**config.mk**
```make
export PLATFORM = sky130hd
export DESIGN_NAME = data_cache_top
export DESIGN_NICKNAME = d
export VERILOG_FILES = /design/src/source/data_cache_pkg.sv /design/src/source/data_tag_memory.sv /design/src/source/cache_data_memory.sv /design/src/source/cache_valid_array.sv /design/src/source/cache_controller.sv /design/src/source/data_cache_top.sv
export VERILOG_INCLUDE_DIRS = /design/src /design/src/source
export SDC_FILE = /design/constraint.sdc
export NUM_CORES = 2
export LEC_CHECK = 0
export ABC_AREA = 1
export BUFFER_PORTS_ARGS = -buffer_cell sky130_fd_sc_hd__buf_2
export CAP_MARGIN = 20
export CORE_MARGIN = 2
export CORE_UTILIZATION = 41
export CTS_CLUSTER_DIAMETER = 150
export CTS_CLUSTER_SIZE = 14
export DETAILED_ROUTE_END_ITERATION = 12
export PLACE_DENSITY = 0.59
export SLEW_MARGIN = 10
export SYNTH_ARGS = -nofsm -noshare
export SYNTH_HDL_FRONTEND = slang
export SYNTH_SLANG_ARGS = --single-unit
```
**constraint.sdc**
```tcl
create_clock -name clk_i -period 10.9 [get_ports clk_i]
set_clock_uncertainty 0.05 [all_clocks]
set_input_delay 1.635 -clock clk_i [delete_from_list [all_inputs] [get_ports clk_i]]
set_output_delay 1.635 -clock clk_i [all_outputs]
set_load 0.01 [all_outputs]
```
**src/source/data_cache_cfg.svh**
```systemverilog
// Width settings for the direct-mapped write-through data cache
// Included by the package, the controller and the storage arrays
// Derived widths follow from the three base values below

`ifndef DATA_CACHE_CFG_SVH
`define DATA_CACHE_CFG_SVH

// Byte address width on both APB sides
`define DC_ADDR_WIDTH 32

// Width of one cached word, also the APB data width
`define DC_DATA_WIDTH 32

// Line index width, one word per line
`define DC_INDEX_BITS 6

// Byte offset inside a word, dropped from the lookup
`define DC_OFFSET_BITS $clog2(`DC_DATA_WIDTH / 8)

// Everything above the index and the byte offset forms the tag
`define DC_TAG_BITS (`DC_ADDR_WIDTH - `DC_INDEX_BITS - `DC_OFFSET_BITS)

// Number of cache lines
`define DC_LINES (1 << `DC_INDEX_BITS)

`endif

```
**src/source/data_cache_pkg.sv**
```systemverilog
// Shared types of the data cache
// Width typedefs, the APB request and response structs and the controller states
// Referenced everywhere by scoped names

`default_nettype none

`include "data_cache_cfg.svh"

package data_cache_pkg;

    // Plain vectors for the widths that carry a meaning
    typedef logic [`DC_ADDR_WIDTH-1:0] addr_t;
    typedef logic [`DC_DATA_WIDTH-1:0] word_t;
    typedef logic [`DC_INDEX_BITS-1:0] index_t;
    typedef logic [`DC_TAG_BITS-1:0]   tag_t;

    // ------------------------------------------------------------------------
    // APB signals, grouped by direction
    // ------------------------------------------------------------------------

    // Driven by the master, the same struct on the processor and memory side
    typedef struct packed {
        logic  psel;
        logic  penable;
        logic  pwrite;
        addr_t paddr;
        word_t pwdata;
    } apb_req_t;

    // Driven by the slave, prdata only counts while pready is high
    typedef struct packed {
        word_t prdata;
        logic  pready;
    } apb_rsp_t;

    // Controller states, in the order a miss walks through them
    typedef enum logic [2:0] {
        IDLE,
        LOOKUP,
        MEM_SETUP,
        MEM_ACCESS,
        FILL,
        DONE
    } ctrl_state_t;

endpackage

`default_nettype wire

```
**src/source/data_tag_memory.sv**
```systemverilog
// Tag storage of the data cache, one tag per line
// Port 0 reads or writes and serves write lookups and refill
// Port 1 only reads and serves read lookups
// Both ports return their tag one cycle after the read strobe

`default_nettype none

`include "data_cache_cfg.svh"

module data_tag_memory (
    input  logic                  clk_i,

    // Port 0 reads or writes
    input  data_cache_pkg::index_t port0_address_i,
    input  data_cache_pkg::tag_t   port0_tag_i,
    input  logic                   port0_write_i,
    input  logic                   port0_read_i,
    output data_cache_pkg::tag_t   port0_tag_o,

    // Port 1 only reads
    input  data_cache_pkg::index_t port1_address_i,
    input  logic                   port1_read_i,
    output data_cache_pkg::tag_t   port1_tag_o
);

    // A stored tag only counts while the valid bit of its line is set
    data_cache_pkg::tag_t tag_mem [`DC_LINES];

    // A write on port 0 wins over a read in the same cycle
    always_ff @(posedge clk_i) begin
        if (port0_write_i) begin
            tag_mem[port0_address_i] <= port0_tag_i;
        end else if (port0_read_i) begin
            port0_tag_o <= tag_mem[port0_address_i];
        end
    end

    // The output holds its last value between read strobes
    always_ff @(posedge clk_i) begin
        if (port1_read_i) begin
            port1_tag_o <= tag_mem[port1_address_i];
        end
    end

endmodule

`default_nettype wire

```
**src/source/cache_data_memory.sv**
```systemverilog
// Word storage of the data cache, one word per line
// Single port with a registered read, addressed by the lookup index
// Written on refill and on a write hit

`default_nettype none

`include "data_cache_cfg.svh"

module cache_data_memory (
    input  logic                   clk_i,
    input  data_cache_pkg::index_t address_i,
    input  logic                   write_i,
    input  logic                   read_i,
    input  data_cache_pkg::word_t  data_i,
    output data_cache_pkg::word_t  data_o
);

    // ------------------------------------------------------------------------
    // Storage array
    // ------------------------------------------------------------------------

    data_cache_pkg::word_t word_mem [`DC_LINES];

    // Write takes priority, a read in the same cycle is dropped
    // The read word appears on data_o in the next cycle
    always_ff @(posedge clk_i) begin
        if (write_i) begin
            word_mem[address_i] <= data_i;
        end else if (read_i) begin
            data_o <= word_mem[address_i];
        end
    end

endmodule

`default_nettype wire

```
**src/source/cache_valid_array.sv**
```systemverilog
// Valid bits of the data cache, one per line
// Reset clears every bit and a refill sets the bit of its line
// Two registered read ports line up with the two tag memory ports

`default_nettype none

`include "data_cache_cfg.svh"

module cache_valid_array (
    input  logic                   clk_i,
    input  logic                   reset_i,

    // Refill marks a line valid
    input  logic                   set_i,
    input  data_cache_pkg::index_t set_index_i,

    // Read ports, same timing as the tag memory
    input  data_cache_pkg::index_t port0_address_i,
    input  logic                   port0_read_i,
    output logic                   port0_valid_o,
    input  data_cache_pkg::index_t port1_address_i,
    input  logic                   port1_read_i,
    output logic                   port1_valid_o
);

    logic [`DC_LINES-1:0] valid_q;

    // Reset is the only way to drop a line
    always_ff @(posedge clk_i) begin
        if (reset_i) begin
            valid_q <= '0;
        end else if (set_i) begin
            valid_q[set_index_i] <= 1'b1;
        end
    end

    // Each read port follows its strobe, so a tag and its bit arrive together
    always_ff @(posedge clk_i) begin
        if (port0_read_i) begin
            port0_valid_o <= valid_q[port0_address_i];
        end
        if (port1_read_i) begin
            port1_valid_o <= valid_q[port1_address_i];
        end
    end

endmodule

`default_nettype wire

```
**src/source/cache_controller.sv**
```systemverilog
// Control FSM of the data cache
// Acts as APB slave to the processor and APB master to the backing memory
// Issues the lookup in the setup phase, compares in the access phase,
// refills on a read miss and sends every write through to memory

`default_nettype none

`include "data_cache_cfg.svh"

module cache_controller (
    input  logic                     clk_i,
    input  logic                     reset_i,

    // Processor side, cache is the slave
    input  data_cache_pkg::apb_req_t cpu_req_i,
    output data_cache_pkg::apb_rsp_t cpu_rsp_o,

    // Memory side, cache is the master
    output data_cache_pkg::apb_req_t mem_req_o,
    input  data_cache_pkg::apb_rsp_t mem_rsp_i,

    // Lookup strobes to the storage arrays
    output data_cache_pkg::index_t   lookup_index_o,
    output logic                     rd_lookup_o,
    output logic                     wr_lookup_o,
    output logic                     data_read_o,

    // Refill of tag and valid bit
    output logic                     fill_o,
    output data_cache_pkg::tag_t     fill_tag_o,

    // Data memory write
    output logic                     data_write_o,
    output data_cache_pkg::word_t    data_wdata_o,

    // Registered lookup results
    input  data_cache_pkg::tag_t     rd_tag_i,
    input  logic                     rd_valid_i,
    input  data_cache_pkg::tag_t     wr_tag_i,
    input  logic                     wr_valid_i,
    input  data_cache_pkg::word_t    data_rdata_i
);

    data_cache_pkg::ctrl_state_t state_q;
    data_cache_pkg::ctrl_state_t state_d;
    data_cache_pkg::tag_t        addr_tag;
    data_cache_pkg::word_t       fill_word_q;
    logic                        setup_phase;
    logic                        read_hit;
    logic                        write_hit;
    logic                        write_hit_q;
    logic                        mem_done;

    // ------------------------------------------------------------------------
    // Address split and hit compare
    // ------------------------------------------------------------------------

    // The processor holds its request until pready, so it is used directly
    assign addr_tag       = cpu_req_i.paddr[`DC_ADDR_WIDTH-1 -: `DC_TAG_BITS];
    assign lookup_index_o = cpu_req_i.paddr[`DC_OFFSET_BITS +: `DC_INDEX_BITS];
    assign setup_phase    = cpu_req_i.psel & ~cpu_req_i.penable;

    // Reads look up through port 1, writes through port 0
    assign read_hit  = rd_valid_i & (rd_tag_i == addr_tag);
    assign write_hit = wr_valid_i & (wr_tag_i == addr_tag);

    // Memory access phase finishing this cycle
    assign mem_done = (state_q == data_cache_pkg::MEM_ACCESS) & mem_rsp_i.pready;

    // ------------------------------------------------------------------------
    // State machine
    // ------------------------------------------------------------------------

    always_comb begin
        state_d = state_q;
        case (state_q)
            data_cache_pkg::IDLE: begin
                if (setup_phase) begin
                    state_d = data_cache_pkg::LOOKUP;
                end
            end
            // A read hit is answered here, anything else needs the memory
            data_cache_pkg::LOOKUP: begin
                if (!cpu_req_i.pwrite && read_hit) begin
                    state_d = data_cache_pkg::IDLE;
                end else begin
                    state_d = data_cache_pkg::MEM_SETUP;
                end
            end
            data_cache_pkg::MEM_SETUP: begin
                state_d = data_cache_pkg::MEM_ACCESS;
            end
            // Wait states of the memory keep the FSM here
            data_cache_pkg::MEM_ACCESS: begin
                if (mem_rsp_i.pready) begin
                    state_d = cpu_req_i.pwrite ? data_cache_pkg::DONE : data_cache_pkg::FILL;
                end
            end
            data_cache_pkg::FILL: begin
                state_d = data_cache_pkg::DONE;
            end
            default: begin
                state_d = data_cache_pkg::IDLE;
            end
        endcase
    end

    always_ff @(posedge clk_i) begin
        if (reset_i) begin
            state_q     <= data_cache_pkg::IDLE;
            write_hit_q <= 1'b0;
        end else begin
            state_q <= state_d;
            // Write hit is remembered until the write-through completes
            if (state_q == data_cache_pkg::LOOKUP) begin
                write_hit_q <= write_hit;
            end
        end
    end

    // Memory word kept for the refill and the late read response
    always_ff @(posedge clk_i) begin
        if (mem_done) begin
            fill_word_q <= mem_rsp_i.prdata;
        end
    end

    // ------------------------------------------------------------------------
    // Outputs
    // ------------------------------------------------------------------------

    // Lookups start only from IDLE, during the processor setup phase
    assign rd_lookup_o = (state_q == data_cache_pkg::IDLE) & setup_phase & ~cpu_req_i.pwrite;
    assign wr_lookup_o = (state_q == data_cache_pkg::IDLE) & setup_phase & cpu_req_i.pwrite;
    assign data_read_o = (state_q == data_cache_pkg::IDLE) & setup_phase;

    assign fill_o     = (state_q == data_cache_pkg::FILL);
    assign fill_tag_o = addr_tag;

    // A write hit updates the line as the memory write completes
    assign data_write_o = fill_o | (mem_done & cpu_req_i.pwrite & write_hit_q);
    assign data_wdata_o = fill_o ? fill_word_q : cpu_req_i.pwdata;

    // Memory request copies the held processor fields
    assign mem_req_o.psel    = (state_q == data_cache_pkg::MEM_SETUP) |
                               (state_q == data_cache_pkg::MEM_ACCESS);
    assign mem_req_o.penable = (state_q == data_cache_pkg::MEM_ACCESS);
    assign mem_req_o.pwrite  = cpu_req_i.pwrite;
    assign mem_req_o.paddr   = cpu_req_i.paddr;
    assign mem_req_o.pwdata  = cpu_req_i.pwdata;

    // Hit data comes straight from the data memory, miss data from the capture
    assign cpu_rsp_o.pready = ((state_q == data_cache_pkg::LOOKUP) & ~cpu_req_i.pwrite & read_hit) |
                              (state_q == data_cache_pkg::DONE);
    assign cpu_rsp_o.prdata = (state_q == data_cache_pkg::LOOKUP) ? data_rdata_i : fill_word_q;

endmodule

`default_nettype wire

```
**src/source/data_cache_top.sv**
```systemverilog
// Top level of the direct-mapped write-through data cache
// Processor APB slave on one side, memory APB master on the other
// Connects the controller to the tag, valid and data storage

`default_nettype none

module data_cache_top (
    input  logic                     clk_i,
    input  logic                     reset_i,
    input  data_cache_pkg::apb_req_t cpu_req_i,
    output data_cache_pkg::apb_rsp_t cpu_rsp_o,
    output data_cache_pkg::apb_req_t mem_req_o,
    input  data_cache_pkg::apb_rsp_t mem_rsp_i
);

    data_cache_pkg::index_t lookup_index;
    data_cache_pkg::tag_t   fill_tag;
    data_cache_pkg::tag_t   rd_tag;
    data_cache_pkg::tag_t   wr_tag;
    data_cache_pkg::word_t  data_wdata;
    data_cache_pkg::word_t  data_rdata;
    logic                   rd_lookup;
    logic                   wr_lookup;
    logic                   data_read;
    logic                   data_write;
    logic                   fill;
    logic                   rd_valid;
    logic                   wr_valid;

    cache_controller u_controller (
        .clk_i          (clk_i),
        .reset_i        (reset_i),
        .cpu_req_i      (cpu_req_i),
        .cpu_rsp_o      (cpu_rsp_o),
        .mem_req_o      (mem_req_o),
        .mem_rsp_i      (mem_rsp_i),
        .lookup_index_o (lookup_index),
        .rd_lookup_o    (rd_lookup),
        .wr_lookup_o    (wr_lookup),
        .data_read_o    (data_read),
        .fill_o         (fill),
        .fill_tag_o     (fill_tag),
        .data_write_o   (data_write),
        .data_wdata_o   (data_wdata),
        .rd_tag_i       (rd_tag),
        .rd_valid_i     (rd_valid),
        .wr_tag_i       (wr_tag),
        .wr_valid_i     (wr_valid),
        .data_rdata_i   (data_rdata)
    );

    // Port 0 shares the write lookup with the refill write
    data_tag_memory u_tag_memory (
        .clk_i           (clk_i),
        .port0_address_i (lookup_index),
        .port0_tag_i     (fill_tag),
        .port0_write_i   (fill),
        .port0_read_i    (wr_lookup),
        .port0_tag_o     (wr_tag),
        .port1_address_i (lookup_index),
        .port1_read_i    (rd_lookup),
        .port1_tag_o     (rd_tag)
    );

    // Valid ports follow the same strobes as the tag ports
    cache_valid_array u_valid_array (
        .clk_i           (clk_i),
        .reset_i         (reset_i),
        .set_i           (fill),
        .set_index_i     (lookup_index),
        .port0_address_i (lookup_index),
        .port0_read_i    (wr_lookup),
        .port0_valid_o   (wr_valid),
        .port1_address_i (lookup_index),
        .port1_read_i    (rd_lookup),
        .port1_valid_o   (rd_valid)
    );

    cache_data_memory u_data_memory (
        .clk_i     (clk_i),
        .address_i (lookup_index),
        .write_i   (data_write),
        .read_i    (data_read),
        .data_i    (data_wdata),
        .data_o    (data_rdata)
    );

endmodule

`default_nettype wire

```
==> impl_metrics.ini <==
[run_status]
status = completed

[clock_network]
clk-insertion-delay-late_ns = 0.90
cts.sinks = 3766
hold_buffers = 0
clockBufferDepth = 4
clk_pin_slew_ns = 0.06
cts-resized-gates = 0
h-tree-depth = 5
root_buffer = clkbuf_16
post-cts-setup-buffer-count = 0
tritoncts = done
cts_inserted_buffers = 310

[drt]
wl_per_cell_um = 27.9
via_per_inst = 5.61
dr.pass1.iters = 6
antenna_left = 0
drcViolationCount = 0
drtIter0Drc = 14219
wl_mm = 486
num_vias = 97711

[place]
io_buffers = 197
hpwl_mm = 258
gp_congestion = 0.887

[timing]
holdWs_ns = 0.407
timing.final.crit_share = 0.537
final-hold-violation-count = 0
slew_headroom = 0.201
worst_pin_slew_ns = 1.20
fmax_mhz = 171
layout_min_cycle_time_ns = 5.86
rsz0062_at_grt = no
setup_tns_ns = 0
setup_viol = 0
drv_slew = 0

[critical_path]
worst-setup-path-type = in2out
slowest_stage = buf_4
cp_top_family = buffers and inverters
crit_chain = buf_2 > buf_4 > buf_4 > inv_1 > nand2_1 > nand2_1 > nor2_1 > nand3_1 > nor2_1 > nand3_1 > a21oi_1 > buf_2
slowest_delay_ns = 0.54
required_ns = 9.22
worst-path-max-fanout = 35
arrival_ns = 4.17
cp_num_buf_inv = 5
end_kind = primary output
start_kind = input port

[logic_synthesis]
syn_avg_cell_area_um2 = 12.0
synth_top_area_frac = 0.745
netlist_area_um2 = 149000
ys_warn_count = 0
syn-num-nets = 12519
ys_seq_elements = 3766
syn_inst = 12417
seq_area_frac_synth = 0.754
synth_top_area_cell = edfxtp_1
ys_top_cells_by_area = edfxtp_1 75%, nand2_1 13%, a21oi_1 3.3%
yosysUniqueCellTypes = 34

[global_routing]
met2_usage = 0.406
grt_pass1_wl_mm = 678
grt.busiest_layer = met2
grt_pass1_vias = 89446
use_met1 = 0.365
antenna_found_initial = 39
overflow = 0
track_usage = 0.258
grt_max_degree = 169
use_met3 = 0.0436

[power_and_ir_drop]
power_w = 0.0279
ir_worst_vdd_v = 0.000130
power.density_nw_per_um2 = 170
p_leak_nw = 57.4

[cells_and_area]
final_common_cell = nand2_1
n_fill_cell = 32327
multi_input_area_um2 = 33400
area_growth_pct = 10.3
mostFrequentLayoutCells = 5,239 x nand2_1, 3,698 x edfxtp_1, 972 x a21oi_1
nets = 12599
final_util = 0.454
drive_gt1_frac = 0.0789
ff_latch_area_um2 = 112000

[floorplan]
die_y_um = 607
initial_core_util = 0.412
chipWidth_um = 607
ios = 202
core_um2 = 362000
placement_rows = 221
dieArea_um2 = 368000

[run]
cap_violations = 0

[worst_hold_path]
min_path_type = reg2reg
-- worst reg2reg max path, delay by kind of cell, from the launching register on --
kind,cells,cell delay (ns)
DFF,1,0.34
buffers and inverters,4,2.08
AOI/OAI and AO/OA,1,0.04
and+or+nand+nor,3,1.51
-- sequential cells by signal, summed over array words and instances (netlist names) --
name	flops
u_tag_memory.tag_mem	1536
u_data_memory.data_o	32
u_controller.write_hit_q	1
u_controller.fill_word_q	32
u_tag_memory.port0_tag_o	24
u_valid_array.port0_valid_o	1
u_controller.state_q	3
u_tag_memory.port1_tag_o	24
u_data_memory.word_mem	2048
u_valid_array.valid_q	64
u_valid_array.port1_valid_o	1
-- per-stage QoR --
stage	instances	area, um^2	worst slack [ns]
floorplan	12417	149000	5.68
global placement	16970	156000	4.62
detailed placement	16975	156000	4.62
CTS	17390	164000	5.06
global route	17397	164000	4.89
finish	17411	164000	5.04
-- cells by family after synthesis --
group	after synthesis	synth area share
flops	3766	0.754
xor+xnor	8	0.000470
buf+inv	867	0.0270
simple gates	6338	0.169
compound gates	1438	0.0495
-- metal layers --
metal  wire (um)  up-vias  share of wire
met5          71        -        0.00015
met4       18400       10          0.038
met3       51200      816           0.11
met2      221000     5399           0.46
met1      195000    48792           0.40
li1            -    42694              -
-- area by class of cell --
class / count / area share
Multi-Input combinational cell: 7784 / 0.203
Tap cell: 4794 / 0.0365
Clock inverter: 10 / 0.000693
Sequential cell: 3766 / 0.684
Antenna cell: 17 / 0.000259
Inverter: 147 / 0.00387
Clock buffer: 405 / 0.0503
Timing Repair Buffer: 488 / 0.0213
-- final timing paths --
path	startpoint	endpoint	slack [ns]	depth (start not counted)
max	cpu_req_i[44]	cpu_rsp_o[0]	5.04	12
min	u_valid_array.valid_q[35]	u_valid_array.valid_q[35]	0.41	2
max reg2reg	u_controller.state_q[0]	u_data_memory.word_mem[63][0]	6.49	8
min reg2reg	u_valid_array.valid_q[35]	u_valid_array.valid_q[35]	0.41	2
-- cell usage after synthesis --
cell,n
nand2_1,5272
edfxtp_1,3698
a21oi_1,972
nor2_1,481
buf_2,357
o21ai_0,320
clkbuf_1,231
nand4_1,225
or2_0,182
inv_1,127
nand3_1,93
buf_4,78
o21ai_1,74
dfxtp_1,68
nor3_1,53
a22oi_1,48
buf_1,48
nand3b_1,20
inv_2,18
o21a_1,14
nor3_2,6
nand3_2,5
o22ai_1,5
buf_6,4
xnor2_1,4
xor2_1,4
clkbuf_2,2
o211ai_1,2
a31oi_1,1
a32oi_1,1
clkinv_1,1
inv_4,1
o221ai_1,1
or2_2,1
-- where the power goes --
part | switching (W) | total, W | internal (W)
Sequential | 0.0000338 | 0.0160 | 0.0159
Clock | 0.00498 | 0.0103 | 0.00527
Combinational | 0.00129 | 0.00164 | 0.000345
Total | 0.00631 | 0.0279 | 0.0216
(Power assumes the default switching activity.)
